`config.mk`:
```
export PLATFORM = sky130hd
export DESIGN_NAME = drive_tempsense_top
export DESIGN_NICKNAME = d
export VERILOG_FILES = /design/src/sensor_pkg.sv /design/src/timing_pkg.sv /design/src/drive_tempsense_top.sv /design/src/second_timer.sv /design/src/startup_ctrl.sv /design/src/switch_regs.sv /design/src/tc77_reader.sv
export SDC_FILE = /design/constraint.sdc
export NUM_CORES = 1
export LEC_CHECK = 0
export BUFFER_PORTS_ARGS = -buffer_cell sky130_fd_sc_hd__buf_2
export CAP_MARGIN = 20
export CORE_UTILIZATION = 41
export CTS_CLUSTER_SIZE = 40
export DETAILED_ROUTE_END_ITERATION = 6
export GPL_TIMING_DRIVEN = 0
export PLACE_DENSITY_LB_ADDON = 0.3
export SLEW_MARGIN = 20
export SYNTH_ARGS = -nofsm -noshare
export SYNTH_HDL_FRONTEND = slang
export SYNTH_SLANG_ARGS = --single-unit
```
`constraint.sdc`:
```
create_clock -name MCLK -period 6.3 [get_ports MCLK]
set_input_delay 1.26 -clock MCLK [delete_from_list [all_inputs] [get_ports MCLK]]
set_output_delay 1.26 -clock MCLK [all_outputs]
set_load 0.02 [all_outputs]
```
`src/sensor_pkg.sv`:
```
package sensor_pkg;

    // raw TC77 word as captured: sign, 12 magnitude bits, complete flag
    //   [13]    sign
    //   [12:1]  magnitude, 1/16 degC per lsb
    //   [0]     conversion complete
    typedef logic [13:0] tc77_word_t;

    // two's complement temperature in 1/16 degC
    typedef logic signed [12:0] temp_t;

    localparam int COMPLETE_BIT = 0;  // set once the first conversion is done

    // about 27 degC, above this the host boots without waiting
    localparam temp_t RELEASE_TEMP = 13'sh1AF;

    // 38 degC fan threshold, strictly above turns the fan on
    localparam temp_t FAN_TEMP = 13'sh260;

endpackage

```
`src/timing_pkg.sv`:
```
package timing_pkg;

    typedef logic [15:0] seconds_t;            // whole seconds
    typedef logic signed [31:0] delay_fx_t;    // seconds, 8 fraction bits
    typedef logic [1:0] delay_mode_t;          // delay switch code

    localparam delay_mode_t MODE_SHORT    = 2'b00;
    localparam delay_mode_t MODE_MID      = 2'b01;
    localparam delay_mode_t MODE_LONG     = 2'b10;
    localparam delay_mode_t MODE_MEASURED = 2'b11;

    typedef enum logic [3:0] {
        ST_RESET,
        ST_SELECT,
        ST_FIXED_WAIT,
        ST_MEAS_SEC,      // wait one second before a read
        ST_MEAS_READ,
        ST_MEAS_MUL,
        ST_MEAS_ADD,
        ST_MEAS_WAIT,
        ST_RELEASE,
        ST_FAN_IDLE,
        ST_FAN_WAIT,
        ST_FAN_READ
    } ctrl_state_t;

    localparam delay_fx_t FIXED_DELAY_2   = 32'sh0000_0200;
    localparam delay_fx_t FIXED_DELAY_80  = 32'sh0000_5000;
    localparam delay_fx_t FIXED_DELAY_260 = 32'sh0001_0400;

    // delay = 485 - 16.8 * T
    localparam delay_fx_t DELAY_OFFSET = 32'sh0001_E500;  // 485.0
    localparam logic signed [15:0] DELAY_SLOPE = -16'sd4301;  // -16.8 in 8.8

endpackage
```
`src/drive_tempsense_top.sv`:
```
`timescale 1ns/1ps

module drive_tempsense_top #(
    parameter int CLKS_PER_SEC   = 50_000_000,
    parameter int SCK_DIV        = 25,
    parameter int CHECK_PERIOD_S = 20
) (
    input  logic       MCLK,
    input  logic       rst_n,
    input  logic       en,
    input  logic [2:0] setting,
    input  logic       force_start,
    output logic       hold_boot,
    output logic       delaying,
    output logic       fan_on,
    output logic       sensor_cs,
    output logic       sensor_sck,
    input  logic       sensor_sio
);

    logic                    en_sync;
    timing_pkg::delay_mode_t delay_mode;
    logic                    fan_enable;
    logic                    force_pulse;
    logic                    timer_clear;
    logic                    timer_run;
    timing_pkg::seconds_t    elapsed;
    logic                    temp_load;
    logic                    temp_done;
    sensor_pkg::tc77_word_t  temp_word;

    switch_regs switch_regs_i (
        .MCLK        (MCLK),
        .rst_n       (rst_n),
        .en          (en),
        .setting     (setting),
        .force_start (force_start),
        .en_sync     (en_sync),
        .delay_mode  (delay_mode),
        .fan_enable  (fan_enable),
        .force_pulse (force_pulse)
    );

    startup_ctrl #(
        .CHECK_PERIOD_S (CHECK_PERIOD_S)
    ) startup_ctrl_i (
        .MCLK        (MCLK),
        .rst_n       (rst_n),
        .en_sync     (en_sync),
        .delay_mode  (delay_mode),
        .fan_enable  (fan_enable),
        .force_pulse (force_pulse),
        .timer_clear (timer_clear),
        .timer_run   (timer_run),
        .elapsed     (elapsed),
        .temp_load   (temp_load),
        .temp_done   (temp_done),
        .temp_word   (temp_word),
        .hold_boot   (hold_boot),
        .delaying    (delaying),
        .fan_on      (fan_on)
    );

    second_timer #(
        .CLKS_PER_SEC (CLKS_PER_SEC)
    ) second_timer_i (
        .MCLK    (MCLK),
        .rst_n   (rst_n),
        .clear   (timer_clear),
        .run     (timer_run),
        .elapsed (elapsed)
    );

    tc77_reader #(
        .SCK_DIV (SCK_DIV)
    ) tc77_reader_i (
        .MCLK       (MCLK),
        .rst_n      (rst_n),
        .load       (temp_load),
        .done       (temp_done),
        .temp_word  (temp_word),
        .sensor_cs  (sensor_cs),
        .sensor_sck (sensor_sck),
        .sensor_sio (sensor_sio)
    );

endmodule

```
`src/second_timer.sv`:
```
`timescale 1ns/1ps

module second_timer #(
    parameter int CLKS_PER_SEC = 50_000_000
) (
    input  logic                 MCLK,
    input  logic                 rst_n,
    input  logic                 clear,
    input  logic                 run,
    output timing_pkg::seconds_t elapsed
);

    localparam int PRE_W = (CLKS_PER_SEC > 1) ? $clog2(CLKS_PER_SEC) : 1;

    logic [PRE_W-1:0] prescaler;
    logic             sec_tick;

    assign sec_tick = (prescaler == PRE_W'(CLKS_PER_SEC - 1));

    always_ff @(posedge MCLK or negedge rst_n)
    begin
        if (!rst_n)
        begin
            prescaler <= '0;
            elapsed   <= '0;
        end
        else if (clear)
        begin
            prescaler <= '0;
            elapsed   <= '0;
        end
        else if (run)
        begin
            if (sec_tick)
            begin
                prescaler <= '0;
                if (elapsed != '1)
                    elapsed <= elapsed + 1'b1;  // hold at max
            end
            else
            begin
                prescaler <= prescaler + 1'b1;
            end
        end
    end

    // only a clear may move the count backwards
    a_no_decrease: assert property (@(posedge MCLK) disable iff (!rst_n)
        !clear |=> elapsed >= $past(elapsed));

endmodule

```
`src/startup_ctrl.sv`:
```
`timescale 1ns/1ps

module startup_ctrl #(
    parameter int CHECK_PERIOD_S = 20
) (
    input  logic                    MCLK,
    input  logic                    rst_n,
    input  logic                    en_sync,
    input  timing_pkg::delay_mode_t delay_mode,
    input  logic                    fan_enable,
    input  logic                    force_pulse,
    output logic                    timer_clear,
    output logic                    timer_run,
    input  timing_pkg::seconds_t    elapsed,
    output logic                    temp_load,
    input  logic                    temp_done,
    input  sensor_pkg::tc77_word_t  temp_word,
    output logic                    hold_boot,
    output logic                    delaying,
    output logic                    fan_on
);

    timing_pkg::ctrl_state_t state;
    timing_pkg::delay_fx_t   delay_fx;   // 8 fraction bits
    timing_pkg::delay_fx_t   product;    // 12 fraction bits
    timing_pkg::seconds_t    delay_sec;
    sensor_pkg::temp_t       temp;
    logic                    neg_retry;  // a negative reading gets one more read
    logic                    wait_over;

    assign temp      = temp_word[13:1];
    assign delay_sec = delay_fx[23:8];  // fraction dropped
    assign wait_over = force_pulse || (elapsed >= delay_sec);

    always_ff @(posedge MCLK or negedge rst_n)
    begin
        if (!rst_n)
        begin
            state       <= timing_pkg::ST_RESET;
            hold_boot   <= 1'b1;
            delaying    <= 1'b0;
            fan_on      <= 1'b0;
            timer_clear <= 1'b0;
            timer_run   <= 1'b0;
            temp_load   <= 1'b0;
            neg_retry   <= 1'b0;
        end
        else
        begin
            timer_clear <= 1'b0;
            temp_load   <= 1'b0;
            if (!en_sync)
            begin
                state     <= timing_pkg::ST_RESET;
                hold_boot <= 1'b1;
                delaying  <= 1'b0;
                fan_on    <= 1'b0;
                timer_run <= 1'b0;
            end
            else
            begin
                case (state)
                    timing_pkg::ST_RESET:
                    begin
                        timer_clear <= 1'b1;
                        neg_retry   <= 1'b0;
                        state       <= timing_pkg::ST_SELECT;
                    end
                    timing_pkg::ST_SELECT:
                    begin
                        timer_run <= 1'b1;
                        if (delay_mode == timing_pkg::MODE_MEASURED)
                            state <= timing_pkg::ST_MEAS_SEC;
                        else
                        begin
                            delaying <= 1'b1;
                            state    <= timing_pkg::ST_FIXED_WAIT;
                        end
                    end
                    timing_pkg::ST_FIXED_WAIT:
                        if (wait_over)
                            state <= timing_pkg::ST_RELEASE;
                    timing_pkg::ST_MEAS_SEC:
                    begin
                        if (force_pulse)
                            state <= timing_pkg::ST_RELEASE;
                        else if (elapsed != '0)
                        begin
                            temp_load   <= 1'b1;
                            timer_clear <= 1'b1;  // next try one second after this load
                            state       <= timing_pkg::ST_MEAS_READ;
                        end
                    end
                    timing_pkg::ST_MEAS_READ:
                    begin
                        if (force_pulse)
                            state <= timing_pkg::ST_RELEASE;
                        else if (temp_done)
                        begin
                            if (!temp_word[sensor_pkg::COMPLETE_BIT])
                                state <= timing_pkg::ST_MEAS_SEC;
                            else if (temp < 13'sd0 && !neg_retry)
                            begin
                                neg_retry <= 1'b1;
                                state     <= timing_pkg::ST_MEAS_SEC;
                            end
                            else if (temp > sensor_pkg::RELEASE_TEMP)
                                state <= timing_pkg::ST_RELEASE;  // warm enough already
                            else
                            begin
                                timer_clear <= 1'b1;
                                timer_run   <= 1'b0;
                                state       <= timing_pkg::ST_MEAS_MUL;
                            end
                        end
                    end
                    timing_pkg::ST_MEAS_MUL:
                        state <= timing_pkg::ST_MEAS_ADD;
                    timing_pkg::ST_MEAS_ADD:
                    begin
                        delaying  <= 1'b1;
                        timer_run <= 1'b1;
                        state     <= timing_pkg::ST_MEAS_WAIT;
                    end
                    timing_pkg::ST_MEAS_WAIT:
                        if (wait_over)
                            state <= timing_pkg::ST_RELEASE;
                    timing_pkg::ST_RELEASE:
                    begin
                        hold_boot   <= 1'b0;
                        delaying    <= 1'b0;
                        timer_run   <= 1'b0;
                        timer_clear <= 1'b1;  // start of the first fan period
                        state       <= timing_pkg::ST_FAN_IDLE;
                    end
                    timing_pkg::ST_FAN_IDLE:
                        if (fan_enable)
                        begin
                            timer_run <= 1'b1;
                            state     <= timing_pkg::ST_FAN_WAIT;
                        end
                    timing_pkg::ST_FAN_WAIT:
                        if (elapsed > timing_pkg::seconds_t'(CHECK_PERIOD_S))
                        begin
                            temp_load   <= 1'b1;
                            timer_clear <= 1'b1;
                            state       <= timing_pkg::ST_FAN_READ;
                        end
                    timing_pkg::ST_FAN_READ:
                        if (temp_done)
                        begin
                            fan_on <= (temp > sensor_pkg::FAN_TEMP);  // signed so cold never runs
                            state  <= timing_pkg::ST_FAN_WAIT;
                        end
                    default:
                        state <= timing_pkg::ST_RESET;
                endcase
            end
        end
    end

    // delay arithmetic in one multiply and one add stage
    always_ff @(posedge MCLK)
    begin
        if (state == timing_pkg::ST_SELECT)
        begin
            case (delay_mode)
                timing_pkg::MODE_SHORT: delay_fx <= timing_pkg::FIXED_DELAY_2;
                timing_pkg::MODE_MID:   delay_fx <= timing_pkg::FIXED_DELAY_80;
                timing_pkg::MODE_LONG:  delay_fx <= timing_pkg::FIXED_DELAY_260;
                default:                delay_fx <= '0;  // set later from the reading
            endcase
        end
        else if (state == timing_pkg::ST_MEAS_ADD)
            delay_fx <= (product >>> 4) + timing_pkg::DELAY_OFFSET;
        if (state == timing_pkg::ST_MEAS_MUL)
            product <= timing_pkg::delay_fx_t'(temp)
                       * timing_pkg::delay_fx_t'(timing_pkg::DELAY_SLOPE);
    end

    a_fan_after_boot: assert property (@(posedge MCLK) disable iff (!rst_n)
        fan_on |-> !hold_boot);

endmodule

```
`src/switch_regs.sv`:
```
`timescale 1ns/1ps

module switch_regs (
    input  logic                    MCLK,
    input  logic                    rst_n,
    input  logic                    en,
    input  logic [2:0]              setting,     // fan, delay1, delay0
    input  logic                    force_start,
    output logic                    en_sync,
    output timing_pkg::delay_mode_t delay_mode,
    output logic                    fan_enable,
    output logic                    force_pulse
);

    logic [4:0] sync_meta;
    logic [4:0] sync_q;   // {force, setting, en}
    logic       en_d;
    logic       force_d;

    assign en_sync     = sync_q[0];
    assign force_pulse = sync_q[4] && !force_d;

    always_ff @(posedge MCLK or negedge rst_n)
    begin
        if (!rst_n)
        begin
            sync_meta  <= '0;
            sync_q     <= '0;
            en_d       <= 1'b0;
            force_d    <= 1'b0;
            delay_mode <= timing_pkg::MODE_SHORT;
            fan_enable <= 1'b0;
        end
        else
        begin
            sync_meta <= {force_start, setting, en};
            sync_q    <= sync_meta;
            en_d      <= sync_q[0];
            force_d   <= sync_q[4];
            if (sync_q[0] && !en_d)  // first enabled cycle
            begin
                delay_mode <= sync_q[2:1];
                fan_enable <= sync_q[3];
            end
        end
    end

endmodule

```
`src/tc77_reader.sv`:
```
`timescale 1ns/1ps

module tc77_reader #(
    parameter int SCK_DIV = 25
) (
    input  logic                   MCLK,
    input  logic                   rst_n,
    input  logic                   load,
    output logic                   done,
    output sensor_pkg::tc77_word_t temp_word,
    output logic                   sensor_cs,
    output logic                   sensor_sck,
    input  logic                   sensor_sio
);

    localparam int DIV_W = (SCK_DIV > 1) ? $clog2(SCK_DIV) : 1;

    logic                   busy;
    logic [DIV_W-1:0]       div_cnt;
    logic [5:0]             edge_cnt;   // sck edges in this frame, 32 per word
    logic [1:0]             tail;
    logic                   frame_end;
    logic                   sck_toggle;
    logic                   sck_rise;
    sensor_pkg::tc77_word_t shift_reg;

    assign frame_end  = (edge_cnt == 6'd32);
    assign sck_toggle = busy && !frame_end && (div_cnt == DIV_W'(SCK_DIV - 1));
    assign sck_rise   = sck_toggle && !sensor_sck;

    always_ff @(posedge MCLK or negedge rst_n)
    begin
        if (!rst_n)
        begin
            busy       <= 1'b0;
            done       <= 1'b0;
            sensor_cs  <= 1'b1;
            sensor_sck <= 1'b0;
            div_cnt    <= '0;
            edge_cnt   <= '0;
            tail       <= '0;
        end
        else
        begin
            done <= 1'b0;
            if (!busy)
            begin
                if (load)  // a load while busy is dropped
                begin
                    busy      <= 1'b1;
                    sensor_cs <= 1'b0;
                    div_cnt   <= '0;
                    edge_cnt  <= '0;
                    tail      <= '0;
                end
            end
            else if (!frame_end)
            begin
                if (sck_toggle)
                begin
                    div_cnt    <= '0;
                    sensor_sck <= ~sensor_sck;
                    edge_cnt   <= edge_cnt + 1'b1;
                end
                else
                begin
                    div_cnt <= div_cnt + 1'b1;
                end
            end
            else
            begin
                tail <= tail + 1'b1;
                if (tail == 2'd0)
                    sensor_cs <= 1'b1;  // deselect after the 16th clock
                if (tail == 2'd2)
                begin
                    done <= 1'b1;
                    busy <= 1'b0;
                end
            end
        end
    end

    // msb first, bits past the 14th are don't care
    always_ff @(posedge MCLK)
    begin
        if (sck_rise && edge_cnt[5:1] < 5'd14)
            shift_reg <= {shift_reg[12:0], sensor_sio};
        if (busy && frame_end && tail == 2'd2)
            temp_word <= shift_reg;
    end

    a_sck_idle: assert property (@(posedge MCLK) disable iff (!rst_n)
        sensor_cs |-> !sensor_sck);

endmodule

```
==> impl_summary.log, run 1 <==
[metrics] final routed wirelength across all metal layers: 22300 um
[metrics] commonest register cell after synthesis: sky130_fd_sc_hd__dfrtp_1
[metrics] final critical-path share of the clock period: 94.1%
[metrics] layer carrying the most global-route usage: met2
[metrics] CTS tree: done
[metrics] number of iterations in the first detailed-routing pass: 5
[metrics] worst-margin pin slew: 0.778 ns
[metrics] maximum clock insertion buffer count: 2
[metrics] number of flip-flops in the largest register: 26
[metrics] part of the Yosys area used for sequential elements: 34.7%
[metrics] post-synth cell types: 62
[metrics] syn nets: 1313
[metrics] largest vdd supply drop: 174 uV
[metrics] nets@finish: 1365
[metrics] Setup-failing EPs final: 0
[metrics] met1 layer usage reported by global route: 21.6%
[metrics] synthesized flop and latch total: 144
[metrics] Non-Filler Instances: 1495
[metrics] share of post-route cells with drive strength above 1: 8.32%
[metrics] n_diodes: 0
[metrics] via count of the routed design: 7715
[metrics] routed wire length per instance: 14.9 um
[metrics] fill count: 2498
[metrics] final hold vios: 0
[metrics] final worst clock skew: 0.00950 ns
[metrics] DIE AREA: 28100 um2
[metrics] vias in the first global route: 7810
[metrics] CTS Root Cell: sky130_fd_sc_hd__clkbuf_16
[metrics] share of synthesized flip-flops with an asynchronous set or reset: 59.0%
[metrics] maximum number of pins on one net before global-route repair: 61
[metrics] min cycle time layout: 5.93 ns
[metrics] worst setup path class: reg2reg
[metrics] half-perimeter wire length after detailed placement: 17400 um
[metrics] kind of launch point of the worst setup path: flip-flop
[metrics] cell count after synthesis: 1089
[metrics] remaining number of nets flagged by the antenna check after routing: 0
[metrics] outcome: finished, final reports clean
[metrics] type of the worst min-delay path: reg2reg
[metrics] Critical Path End Type: flip-flop
[metrics] Area contributors post-synth: sky130_fd_sc_hd__dfrtp_1 18%, sky130_fd_sc_hd__fa_1 16%, sky130_fd_sc_hd__edfxtp_1 16%
[metrics] Post-synth EDFFs: 59
[metrics] Final Max Slew Viols: 0
[metrics] setup_tns: 0 ns
[metrics] number of buffers added by the clock tree synthesis step: 17
[metrics] DP Worst Slack: -0.278 ns
[metrics] worst-path fanout max: 6
[metrics] data required time of the worst path: 6.46 ns
[metrics] area grow syn2layout: 11.0%
[metrics] summed instance area of the synthesized netlist: 11300 um2
[metrics] wire length of the first global-routing pass: 37800 um
[metrics] via density per instance: 5.16
[metrics] post-synthesis cell type with the largest combined area: sky130_fd_sc_hd__dfrtp_1
[metrics] clock network latency to the later pin of the worst-skew pair: 0.43 ns
[metrics] antenna violations before repair: 1
[metrics] largest registers ranked by flip-flop count: second_timer_i.prescaler: 26 flops, second_timer_i.elapsed: 16 flops, startup_ctrl_i.delay_fx: 16 flops
[metrics] overall fraction of global-route tracks in use: 16.9%
[metrics] remaining global-route overflow: 0
[metrics] synthesized area divided by synthesized cell count: 10.3 um2
[metrics] number of H-tree branching levels: 4
[metrics] met3 Use GR: 3.29%
[metrics] number of maximum-capacitance violations: 0
[metrics] Biggest register: second_timer_i.prescaler
[metrics] Worst Path Arrival: 6.09 ns
[metrics] Hold Worst Slack: 0.346 ns
[metrics] DRC violation total after the first TritonRoute iteration: 466
[metrics] Syn. warnings: 0
[metrics] count of pins on the block boundary: 13
[metrics] leakage power summed over all cells: 5.83 nW
[metrics] share of the synthesized area in the top cell type: 18.5%
[metrics] Power Density: 212 nW/um2
[metrics] TritonCTS sink count: 144
[metrics] Port Buffers: 12
[metrics] worst slew margin relative to its limit: 47.4%
[metrics] total core area: 27000 um2
[metrics] y dimension of the die: 168 um
[metrics] count of standard-cell rows: 60
[metrics] global routing usage on met2: 28.7%
[metrics] setup ws final: 0.374 ns
[metrics] horizontal extent of the die: 168 um
[metrics] Post-Place Cells: 1446
[metrics] maximum operating frequency: 169 MHz
[metrics] clock-pin slew of the registers on the worst-case setup and hold paths: 0.06 ns
[metrics] starting density of the core: 41.8%
[metrics] remaining routing DRC violations: 0
[metrics] setup repair after global routing missed its margin: false
[metrics] gp weighted congestion: 0.861
-- cell type report --
cell class,count,area [um2],share of cell area (%)
inverter,176,664,5.32
clock buffer,20,447,3.57
sequential,144,3900,31.2
clock inverter,12,86.3,0.691
tap,341,427,3.41
multi-input combinational,746,6620,52.9
timing repair buffer,33,241,1.93
buffer,23,113,0.901
-- logic make-up (layout without fill, tap and decap cells) --
family          Yosys count  count (layout)  share of synthesized area, %
simple gates            296             296                          13.5
flops                   144             144                          34.7
mux                       8               8                         0.734
xor+xnor                 65              65                          5.06
compound gates          161             161                          9.06
buf+inv                 199             264                          6.87
fa+ha+maj               216             216                          30.2
-- per-layer routing --
layer	vias up	part of all wire [%]
met4	0	1.9
li1	3789	-
met2	107	49
met3	29	3.0
met1	3790	46
met5	-	0
-- worst paths after layout --
check                                                         end  depth (start not counted)  slack [ns]                            startpoint
max                          startup_ctrl_i.product[26]$_DFFE_PN_                         18        0.37  tc77_reader_i.temp_word[4]$_DFFE_PP_
min                             switch_regs_i.sync_q[4]$_DFF_PN0_                          0        0.35  switch_regs_i.sync_meta[4]$_DFF_PN0_
max reg2reg                  startup_ctrl_i.product[26]$_DFFE_PN_                         18        0.37  tc77_reader_i.temp_word[4]$_DFFE_PP_
min reg2reg                     switch_regs_i.sync_q[4]$_DFF_PN0_                          0        0.35  switch_regs_i.sync_meta[4]$_DFF_PN0_
max in group asynchronous     tc77_reader_i.sensor_cs$_DFFE_PN1P_                          2        4.98                                 rst_n
min in group asynchronous  second_timer_i.elapsed[13]$_DFFE_PN0P_                          1        0.68                                 rst_n
-- through the flow --
stage / util, % / total power [W] / cell area, um2
6_report: 46.4 / 0.00264 / 12500
4_1_cts: 45.8 / 0.00267 / 12300
2_1_floorplan: - / 0.00158 / 11300
5_1_grt: 46.4 / 0.00280 / 12500
3_5_place_dp: 43.8 / 0.00175 / 11800
3_3_place_gp: 43.6 / 0.00173 / 11700
-- synthesized netlist by cell type, types with 25 or more instances --
library cell / count
sky130_fd_sc_hd__a21oi_1: 40
sky130_fd_sc_hd__dfrtp_1: 83
sky130_fd_sc_hd__edfxtp_1: 59
sky130_fd_sc_hd__fa_1: 92
sky130_fd_sc_hd__ha_1: 124
sky130_fd_sc_hd__inv_1: 176
sky130_fd_sc_hd__nand2_1: 55
sky130_fd_sc_hd__nand3_1: 39
sky130_fd_sc_hd__nand4_1: 25
sky130_fd_sc_hd__nor2_1: 78
sky130_fd_sc_hd__o21ai_0: 48
sky130_fd_sc_hd__xnor2_1: 25
sky130_fd_sc_hd__xor2_1: 40
-- cell usage in the layout (no fill, tap or decap), types with 4 or more instances in the layout --
cell	instances
sky130_fd_sc_hd__nor2b_1	9
sky130_fd_sc_hd__o31ai_1	5
sky130_fd_sc_hd__ha_1	123
sky130_fd_sc_hd__clkbuf_1	21
sky130_fd_sc_hd__o22ai_1	4
sky130_fd_sc_hd__nor2_1	77
sky130_fd_sc_hd__clkbuf_16	17
sky130_fd_sc_hd__a21o_1	12
sky130_fd_sc_hd__a21oi_1	40
sky130_fd_sc_hd__nand2b_1	14
sky130_fd_sc_hd__buf_4	19
sky130_fd_sc_hd__clkinvlp_4	4
sky130_fd_sc_hd__edfxtp_1	59
sky130_fd_sc_hd__or2_2	8
sky130_fd_sc_hd__o211ai_1	6
sky130_fd_sc_hd__nand2_1	55
sky130_fd_sc_hd__o21a_1	7
sky130_fd_sc_hd__xor2_1	40
sky130_fd_sc_hd__a31oi_1	4
sky130_fd_sc_hd__nand4_1	25
sky130_fd_sc_hd__inv_1	174
sky130_fd_sc_hd__fa_1	90
sky130_fd_sc_hd__dfrtp_1	83
sky130_fd_sc_hd__nor3_1	11
sky130_fd_sc_hd__xnor2_1	25
sky130_fd_sc_hd__buf_2	12
sky130_fd_sc_hd__and3_1	23
sky130_fd_sc_hd__nand3_1	39
sky130_fd_sc_hd__mux2i_1	6
sky130_fd_sc_hd__a211oi_1	5
sky130_fd_sc_hd__o21ai_0	47
sky130_fd_sc_hd__or3_1	11
sky130_fd_sc_hd__nor4_1	6
-- worst max-delay path: stages (launching register included) --
cell and delay [ns]:
sky130_fd_sc_hd__edfxtp_1 0.48, sky130_fd_sc_hd__fa_2 0.53, sky130_fd_sc_hd__fa_2 0.67, sky130_fd_sc_hd__clkinvlp_4 0.20, sky130_fd_sc_hd__fa_1 0.57, sky130_fd_sc_hd__inv_1 0.05, sky130_fd_sc_hd__fa_1 0.47, sky130_fd_sc_hd__inv_1 0.05
sky130_fd_sc_hd__fa_1 0.52, sky130_fd_sc_hd__inv_1 0.04, sky130_fd_sc_hd__ha_1 0.29, sky130_fd_sc_hd__ha_2 0.33, sky130_fd_sc_hd__a21o_1 0.20, sky130_fd_sc_hd__a2111oi_1 0.40, sky130_fd_sc_hd__inv_1 0.13, sky130_fd_sc_hd__o31ai_4 0.27
sky130_fd_sc_hd__o21ai_1 0.15, sky130_fd_sc_hd__a21oi_1 0.18, sky130_fd_sc_hd__xnor2_1 0.11
-- where the power goes --
group,total (W),switching (W),internal (W)
registers,0.00113,0.0000476,0.00109
clock network,0.000916,0.000402,0.000514
logic,0.000594,0.000376,0.000217
-- what timing repair did --
item | in CTS | in global routing
pin swaps | 0 | 1
hold buffers | 0 | 0
setup buffers | 1 | 16
endpoints found under the setup margin | 4 | 4
cloned | 0 | 0
resized for setup | 2 | 8
Power figures use the tool's default switching activity.
==> run 2, diff against run 1 <==
--- a/config.mk
+++ b/config.mk
@@ -5,6 +5,7 @@
 export SDC_FILE = /design/constraint.sdc
 export NUM_CORES = 1
 export LEC_CHECK = 0
+export ABC_AREA = 1
 export BUFFER_PORTS_ARGS = -buffer_cell sky130_fd_sc_hd__buf_2
 export CAP_MARGIN = 20
 export CORE_UTILIZATION = 41
==> impl_summary.log, run 2 <==
[metrics] outcome: finished, final reports clean
[metrics] area post-placement: 12700 um2
[metrics] routed wire length per instance: 14.1 um
[metrics] post-cts gate resize count: 0
[metrics] type of the worst min-delay path: reg2reg
[metrics] Critical Path End Type: flip-flop
[metrics] vias in the first global route: 9289
[metrics] syn nets: 1604
[metrics] leakage power summed over all cells: 6.37 nW
[metrics] CTS Root Cell: sky130_fd_sc_hd__clkbuf_16
[metrics] largest vdd supply drop: 202 uV
[metrics] part of the Yosys area used for sequential elements: 32.3%
[metrics] maximum number of pins on one net before global-route repair: 56
[metrics] half-perimeter wire length after detailed placement: 20800 um
[metrics] Post-synth EDFFs: 59
[metrics] final worst clock skew: 0.0112 ns
[metrics] leading cell types in the layout, fill and taps excluded: 273 x sky130_fd_sc_hd__inv_1, 231 x sky130_fd_sc_hd__nand2_1, 124 x sky130_fd_sc_hd__ha_1
[metrics] commonest register cell after synthesis: sky130_fd_sc_hd__dfrtp_1
[metrics] final hold vios: 0
[metrics] setup repair after global routing missed its margin: false
[metrics] via density per instance: 4.97
[metrics] starting density of the core: 41.9%
[metrics] Syn. warnings: 0
[metrics] number of iterations in the first detailed-routing pass: 5
[metrics] Area contributors post-synth: sky130_fd_sc_hd__dfrtp_1 17%, sky130_fd_sc_hd__fa_1 15%, sky130_fd_sc_hd__edfxtp_1 15%
[metrics] Port Buffers: 12
[metrics] clock network latency to the later pin of the worst-skew pair: 0.43 ns
[metrics] final critical-path share of the clock period: 94.7%
[metrics] maximum operating frequency: 168 MHz
[metrics] number of buffers added by the clock tree synthesis step: 17
[metrics] number of flip-flops in the largest register: 26
[metrics] worst-margin pin slew: 0.813 ns
[metrics] cell count after synthesis: 1380
[metrics] via count of the routed design: 9014
[metrics] setup_tns: 0 ns
[metrics] horizontal extent of the die: 174 um
[metrics] CTS tree: done
[metrics] kind of launch point of the worst setup path: flip-flop
[metrics] remaining routing DRC violations: 0
[metrics] post-synth cell types: 50
[metrics] summed instance area of the synthesized netlist: 12100 um2
[metrics] overall fraction of global-route tracks in use: 18.0%
[metrics] post-route cell area: 13300 um2
[metrics] Non-Filler Instances: 1814
[metrics] share of the synthesized area in the top cell type: 17.2%
[metrics] DIE AREA: 30200 um2
[metrics] number of H-tree branching levels: 4
[metrics] nets@finish: 1641
[metrics] fill count: 2799
[metrics] n_diodes: 0
[metrics] count of pins on the block boundary: 13
[metrics] most common cell after layout, fill and taps aside: sky130_fd_sc_hd__inv_1
[metrics] cell with the most instances after synthesis: sky130_fd_sc_hd__inv_1
[metrics] antenna violations before repair: 0
[metrics] total core area: 28900 um2
[metrics] Biggest register: second_timer_i.prescaler
[metrics] share of synthesized flip-flops with an asynchronous set or reset: 59.0%
[metrics] remaining global-route overflow: 0
[metrics] Util after Layout: 45.9%
[metrics] worst-path fanout max: 6
[metrics] Setup-failing EPs final: 0
[metrics] worst setup path class: reg2reg
[metrics] y dimension of the die: 174 um
[metrics] Power Density: 207 nW/um2
[metrics] Post-Place Cells: 1778
[metrics] largest registers ranked by flip-flop count: second_timer_i.prescaler: 26 flops, second_timer_i.elapsed: 16 flops, startup_ctrl_i.delay_fx: 16 flops
[metrics] count of standard-cell rows: 62
[metrics] clock-pin slew of the registers on the worst-case setup and hold paths: 0.06 ns
[metrics] synthesized area divided by synthesized cell count: 8.76 um2
[metrics] DRC violation total after the first TritonRoute iteration: 559
[metrics] min cycle time layout: 5.97 ns
[metrics] share of post-route cells with drive strength above 1: 7.90%
[metrics] final routed wirelength across all metal layers: 25700 um
[metrics] Final Max Slew Viols: 0
[metrics] TritonCTS sink count: 144
[metrics] most used standard cells in the synthesized netlist: 273 x sky130_fd_sc_hd__inv_1, 231 x sky130_fd_sc_hd__nand2_1, 124 x sky130_fd_sc_hd__ha_1
[metrics] number of maximum-capacitance violations: 0
[metrics] remaining number of nets flagged by the antenna check after routing: 0
[metrics] maximum clock insertion buffer count: 2
[metrics] hold bufs inserted after CTS: 0
[metrics] wire length of the first global-routing pass: 44000 um
[metrics] worst slew margin relative to its limit: 45.8%
[metrics] gp weighted congestion: 0.911
[metrics] post-synthesis cell type with the largest combined area: sky130_fd_sc_hd__dfrtp_1
[metrics] data required time of the worst path: 6.49 ns
[metrics] synthesized flop and latch total: 144
[metrics] area grow syn2layout: 9.55%
[metrics] Worst Path Arrival: 6.15 ns
[run 2: final timing paths]
check | startpoint | to | slack, ns | cells after the start
min in group asynchronous | rst_n | second_timer_i.elapsed[12]$_DFFE_PN0P_ | 0.76 | 1
min | switch_regs_i.sync_meta[4]$_DFF_PN0_ | switch_regs_i.sync_q[4]$_DFF_PN0_ | 0.34 | 0
max in group asynchronous | rst_n | tc77_reader_i.sensor_cs$_DFFE_PN1P_ | 4.84 | 2
min reg2reg | switch_regs_i.sync_meta[4]$_DFF_PN0_ | switch_regs_i.sync_q[4]$_DFF_PN0_ | 0.34 | 0
max | tc77_reader_i.temp_word[5]$_DFFE_PP_ | startup_ctrl_i.product[26]$_DFFE_PN_ | 0.33 | 20
max reg2reg | tc77_reader_i.temp_word[5]$_DFFE_PP_ | startup_ctrl_i.product[26]$_DFFE_PN_ | 0.33 | 20
[run 2: cell type report]
class | count | area [um2] | share of cell area [%]
inverter | 278 | 1050 | 7.91
clock buffer | 17 | 425 | 3.21
tap | 384 | 480 | 3.63
sequential | 144 | 3900 | 29.4
clock inverter | 15 | 114 | 0.859
buffer | 12 | 63.8 | 0.482
timing repair buffer | 18 | 128 | 0.963
multi-input combinational | 946 | 7090 | 53.5
[run 2: cells by family (layout without fill, tap and decap cells)]
group | count (synthesis) | after routing | synth area share, %
buf+inv | 290 | 340 | 9.20
fa+ha+maj | 216 | 216 | 28.1
mux | 2 | 2 | 0.176
flops | 144 | 144 | 32.3
xor+xnor | 42 | 42 | 3.04
simple gates | 533 | 533 | 19.9
compound gates | 153 | 153 | 7.39
[run 2: timing repair]
item / CTS / global route
hold endpoints to repair: 0 / 0
buffers inserted: 0 / 4
setup endpoints to repair: 0 / 1
[run 2: power by group]
part           internal (W)  total, W  leakage, nW  switching [W]
clock network      0.000505  0.000929        0.244       0.000425
logic              0.000188  0.000641         4.46       0.000453
registers           0.00110   0.00117         1.67      0.0000726
[run 2: per-stage QoR]
| step | total power, W | hold slack [ns] | setup WS [ns] |
|---|---|---|---|
| floorplan | 0.00165 | 0.331 | 0.933 |
| global placement | 0.00182 | 0.333 | 0.277 |
| detailed placement | 0.00183 | 0.335 | 0.234 |
| CTS | 0.00277 | 0.345 | 0.201 |
| global route | 0.00291 | 0.343 | 0.0535 |
| finish | 0.00274 | 0.343 | 0.334 |
[run 2: metal layers]
layer / vias to the layer above / GRT usage [%] / wire (um) / share of wire, %
met2: 145 / 30.8 / 12500 / 49
met3: 47 / 2.59 / 673 / 2.6
met4: 0 / 6.32 / 547 / 2.1
li1: 4511 / - / - / -
met5: - / 0 / 0 / 0
met1: 4311 / 23.1 / 11900 / 46
[run 2: worst max-delay path, cell delays in order, from the launching register on]
cell	delay [ns]
sky130_fd_sc_hd__edfxtp_1	0.51
sky130_fd_sc_hd__fa_1	0.67
sky130_fd_sc_hd__inv_1	0.20
sky130_fd_sc_hd__fa_1	0.70
sky130_fd_sc_hd__inv_1	0.12
sky130_fd_sc_hd__fa_1	0.55
sky130_fd_sc_hd__inv_1	0.06
sky130_fd_sc_hd__fa_1	0.52
sky130_fd_sc_hd__inv_1	0.05
sky130_fd_sc_hd__fa_1	0.47
sky130_fd_sc_hd__ha_1	0.36
sky130_fd_sc_hd__ha_1	0.34
sky130_fd_sc_hd__inv_1	0.06
sky130_fd_sc_hd__nor3_1	0.38
sky130_fd_sc_hd__nand2_1	0.11
sky130_fd_sc_hd__nor4_1	0.20
sky130_fd_sc_hd__nand2_1	0.12
sky130_fd_sc_hd__nand3_1	0.13
sky130_fd_sc_hd__inv_1	0.05
sky130_fd_sc_hd__nand2_1	0.05
sky130_fd_sc_hd__nand2_1	0.06
==> run 3, diff against run 2 <==
--- a/config.mk
+++ b/config.mk
@@ -8,6 +8,8 @@
 export ABC_AREA = 1
 export BUFFER_PORTS_ARGS = -buffer_cell sky130_fd_sc_hd__buf_2
 export CAP_MARGIN = 20
+export CELL_PAD_IN_SITES_DETAIL_PLACEMENT = 0
+export CELL_PAD_IN_SITES_GLOBAL_PLACEMENT = 1
 export CORE_UTILIZATION = 41
 export CTS_CLUSTER_SIZE = 40
 export DETAILED_ROUTE_END_ITERATION = 6
==> impl_summary.log, run 3 (synthesis gave the netlist of run 2 again) <==
[metrics] outcome: finished, final reports clean
[metrics] remaining routing DRC violations: 0
[metrics] antenna violations before repair: 0
[metrics] largest vdd supply drop: 211 uV
[metrics] n_diodes: 0
[metrics] CTS tree: done
[metrics] cell with the largest stage delay on the worst path: sky130_fd_sc_hd__fa_1
[metrics] wire length of the first global-routing pass: 43900 um
[metrics] via density per instance: 4.90
[metrics] via count of the routed design: 8883
[metrics] count of pins on the block boundary: 13
[metrics] overall fraction of global-route tracks in use: 18.1%
[metrics] final critical-path share of the clock period: 93.3%
[metrics] number of maximum-capacitance violations: 0
[metrics] nets@finish: 1641
[metrics] number of flip-flops in the largest register: 26
[metrics] CTS Root Cell: sky130_fd_sc_hd__clkbuf_16
[metrics] remaining number of nets flagged by the antenna check after routing: 0
[metrics] DRC violation total after the first TritonRoute iteration: 443
[metrics] TritonCTS sink count: 144
[metrics] leading cell types in the layout, fill and taps excluded: 273 x sky130_fd_sc_hd__inv_1, 231 x sky130_fd_sc_hd__nand2_1, 124 x sky130_fd_sc_hd__ha_1
[metrics] fill count: 2867
[metrics] horizontal extent of the die: 174 um
[metrics] routed wire length per instance: 14.2 um
[metrics] vias in the first global route: 8928
[metrics] number of iterations in the first detailed-routing pass: 5
[metrics] y dimension of the die: 174 um
[metrics] Worst Path Arrival: 6.07 ns
[metrics] share of post-route cells with drive strength above 1: 7.83%
[metrics] worst stage delay on the critical path: 0.69 ns
[metrics] type of the worst min-delay path: reg2reg
[metrics] CP Cell Sequence: fa_1, inv_1, fa_1, inv_1, fa_1, inv_1, fa_1, inv_1, fa_1, ha_1, ha_1, inv_1, nor3_1, nand2_1, nor4_1, nand2_1, nand3_1, inv_1, nand2_1, nand2_1
[metrics] critical path depth in cells: 20
[metrics] DIE AREA: 30200 um2
[metrics] worst setup path class: reg2reg
[metrics] total core area: 28900 um2
[metrics] Reg2Reg Launch Point: tc77_reader_i.temp_word[5]$_DFFE_PP_
[metrics] count of standard-cell rows: 62
[metrics] final worst clock skew: 0.00956 ns
[metrics] Hold Worst Slack: 0.354 ns
[metrics] remaining global-route overflow: 0
[metrics] final routed wirelength across all metal layers: 25800 um
[metrics] end point of the critical path: startup_ctrl_i.product[26]$_DFFE_PN_
[metrics] Biggest register: second_timer_i.prescaler
[metrics] worst-path fanout max: 5
[metrics] worst-margin pin slew: 0.747 ns
[metrics] setup repair after global routing missed its margin: false
[metrics] Port Buffers: 12
[metrics] number of H-tree branching levels: 4
[metrics] Final Max Slew Viols: 0
[metrics] half-perimeter wire length after detailed placement: 21100 um
[metrics] worst slew margin relative to its limit: 50.1%
[metrics] post-cts gate resize count: 0
[metrics] maximum number of pins on one net before global-route repair: 75
[metrics] maximum clock insertion buffer count: 2
[metrics] register-to-register path setup slack: 0.42 ns
[metrics] delay-heaviest family, CP: adder cells
[metrics] Power Density: 209 nW/um2
[metrics] Most common cell on crit path: sky130_fd_sc_hd__inv_1
[metrics] clock-pin slew of the registers on the worst-case setup and hold paths: 0.07 ns
[metrics] area grow syn2layout: 9.70%
[metrics] min cycle time layout: 5.88 ns
[metrics] maximum operating frequency: 170 MHz
[metrics] number of buffers added by the clock tree synthesis step: 17
[metrics] most common cell after layout, fill and taps aside: sky130_fd_sc_hd__inv_1
[metrics] Worst Hold Path Cells: 0
[metrics] leakage power summed over all cells: 6.40 nW
[metrics] data required time of the worst path: 6.49 ns
[metrics] number of buffers and inverters on the critical path: 6
[metrics] CP Launch Point: tc77_reader_i.temp_word[5]$_DFFE_PP_
[metrics] final hold vios: 0
[metrics] largest registers ranked by flip-flop count: second_timer_i.prescaler: 26 flops, second_timer_i.elapsed: 16 flops, startup_ctrl_i.delay_fx: 16 flops
[metrics] Critical R2R Capture: startup_ctrl_i.product[26]$_DFFE_PN_
[metrics] kind of launch point of the worst setup path: flip-flop
[metrics] r2r worst-path depth: 20
[metrics] Setup-failing EPs final: 0
[metrics] clock network latency to the later pin of the worst-skew pair: 0.43 ns
[metrics] Critical Path End Type: flip-flop
[metrics] gp weighted congestion: 0.889
[metrics] starting density of the core: 41.9%
[metrics] setup_tns: 0 ns
-- run 3: metrics by stage --
stage          setup slack (ns)  total power (W)  util (%)  cells  instance area [um2]
3_5_place_dp              0.228          0.00184      44.0   1778                12700
3_3_place_gp              0.251          0.00184      43.8   1776                12600
4_1_cts                   0.201          0.00281      45.9   1810                13200
5_1_grt                   0.121          0.00295      46.0   1814                13300
6_report                  0.419          0.00277      46.0   1814                13300
2_1_floorplan             0.933          0.00165         -   1380                12100
-- run 3: metal layers --
| metal | part of all wire [%] | vias to the layer above | GRT usage, % |
|---|---|---|---|
| li1 | - | 4520 | - |
| met1 | 47 | 4249 | 23.4 |
| met2 | 49 | 86 | 31.1 |
| met3 | 1.9 | 28 | 3.03 |
| met4 | 1.8 | 0 | 5.08 |
| met5 | 0 | - | 0 |
-- run 3: where the power goes --
part / leakage, nW / internal, W / switching (W)
Sequential: 1.67 / 0.00110 / 0.0000740
Combinational: 4.46 / 0.000186 / 0.000458
Clock: 0.267 / 0.000516 / 0.000436
-- run 3: what timing repair did --
item / 4_1_cts / 5_1_grt
endpoints found under the setup margin: 0 / 1
buffers inserted: 0 / 4
hold buffers: 0 / 0
-- run 3: worst min path at each step --
stage,slack (ns),end,startpoint
2_1_floorplan,0.33,switch_regs_i.sync_q[0]$_DFF_PN0_,switch_regs_i.sync_meta[0]$_DFF_PN0_
3_3_place_gp,0.33,switch_regs_i.sync_q[0]$_DFF_PN0_,switch_regs_i.sync_meta[0]$_DFF_PN0_
3_5_place_dp,0.34,switch_regs_i.sync_q[4]$_DFF_PN0_,switch_regs_i.sync_meta[4]$_DFF_PN0_
4_1_cts,0.36,switch_regs_i.sync_q[1]$_DFF_PN0_,switch_regs_i.sync_meta[1]$_DFF_PN0_
5_1_grt,0.36,switch_regs_i.sync_q[1]$_DFF_PN0_,switch_regs_i.sync_meta[1]$_DFF_PN0_
6_report,0.35,switch_regs_i.sync_q[1]$_DFF_PN0_,switch_regs_i.sync_meta[1]$_DFF_PN0_
-- run 3: layout make-up --
class                   instances  area (um2)  area share, %
plain buffers                  12        63.8          0.481
clock buffers                  17         425           3.21
clock inverters                15         129          0.971
inverters                     278        1050           7.90
multi-input cells             946        7090           53.4
flip-flops and latches        144        3900           29.4
well taps                     384         480           3.62
repair buffers                 18         131          0.990
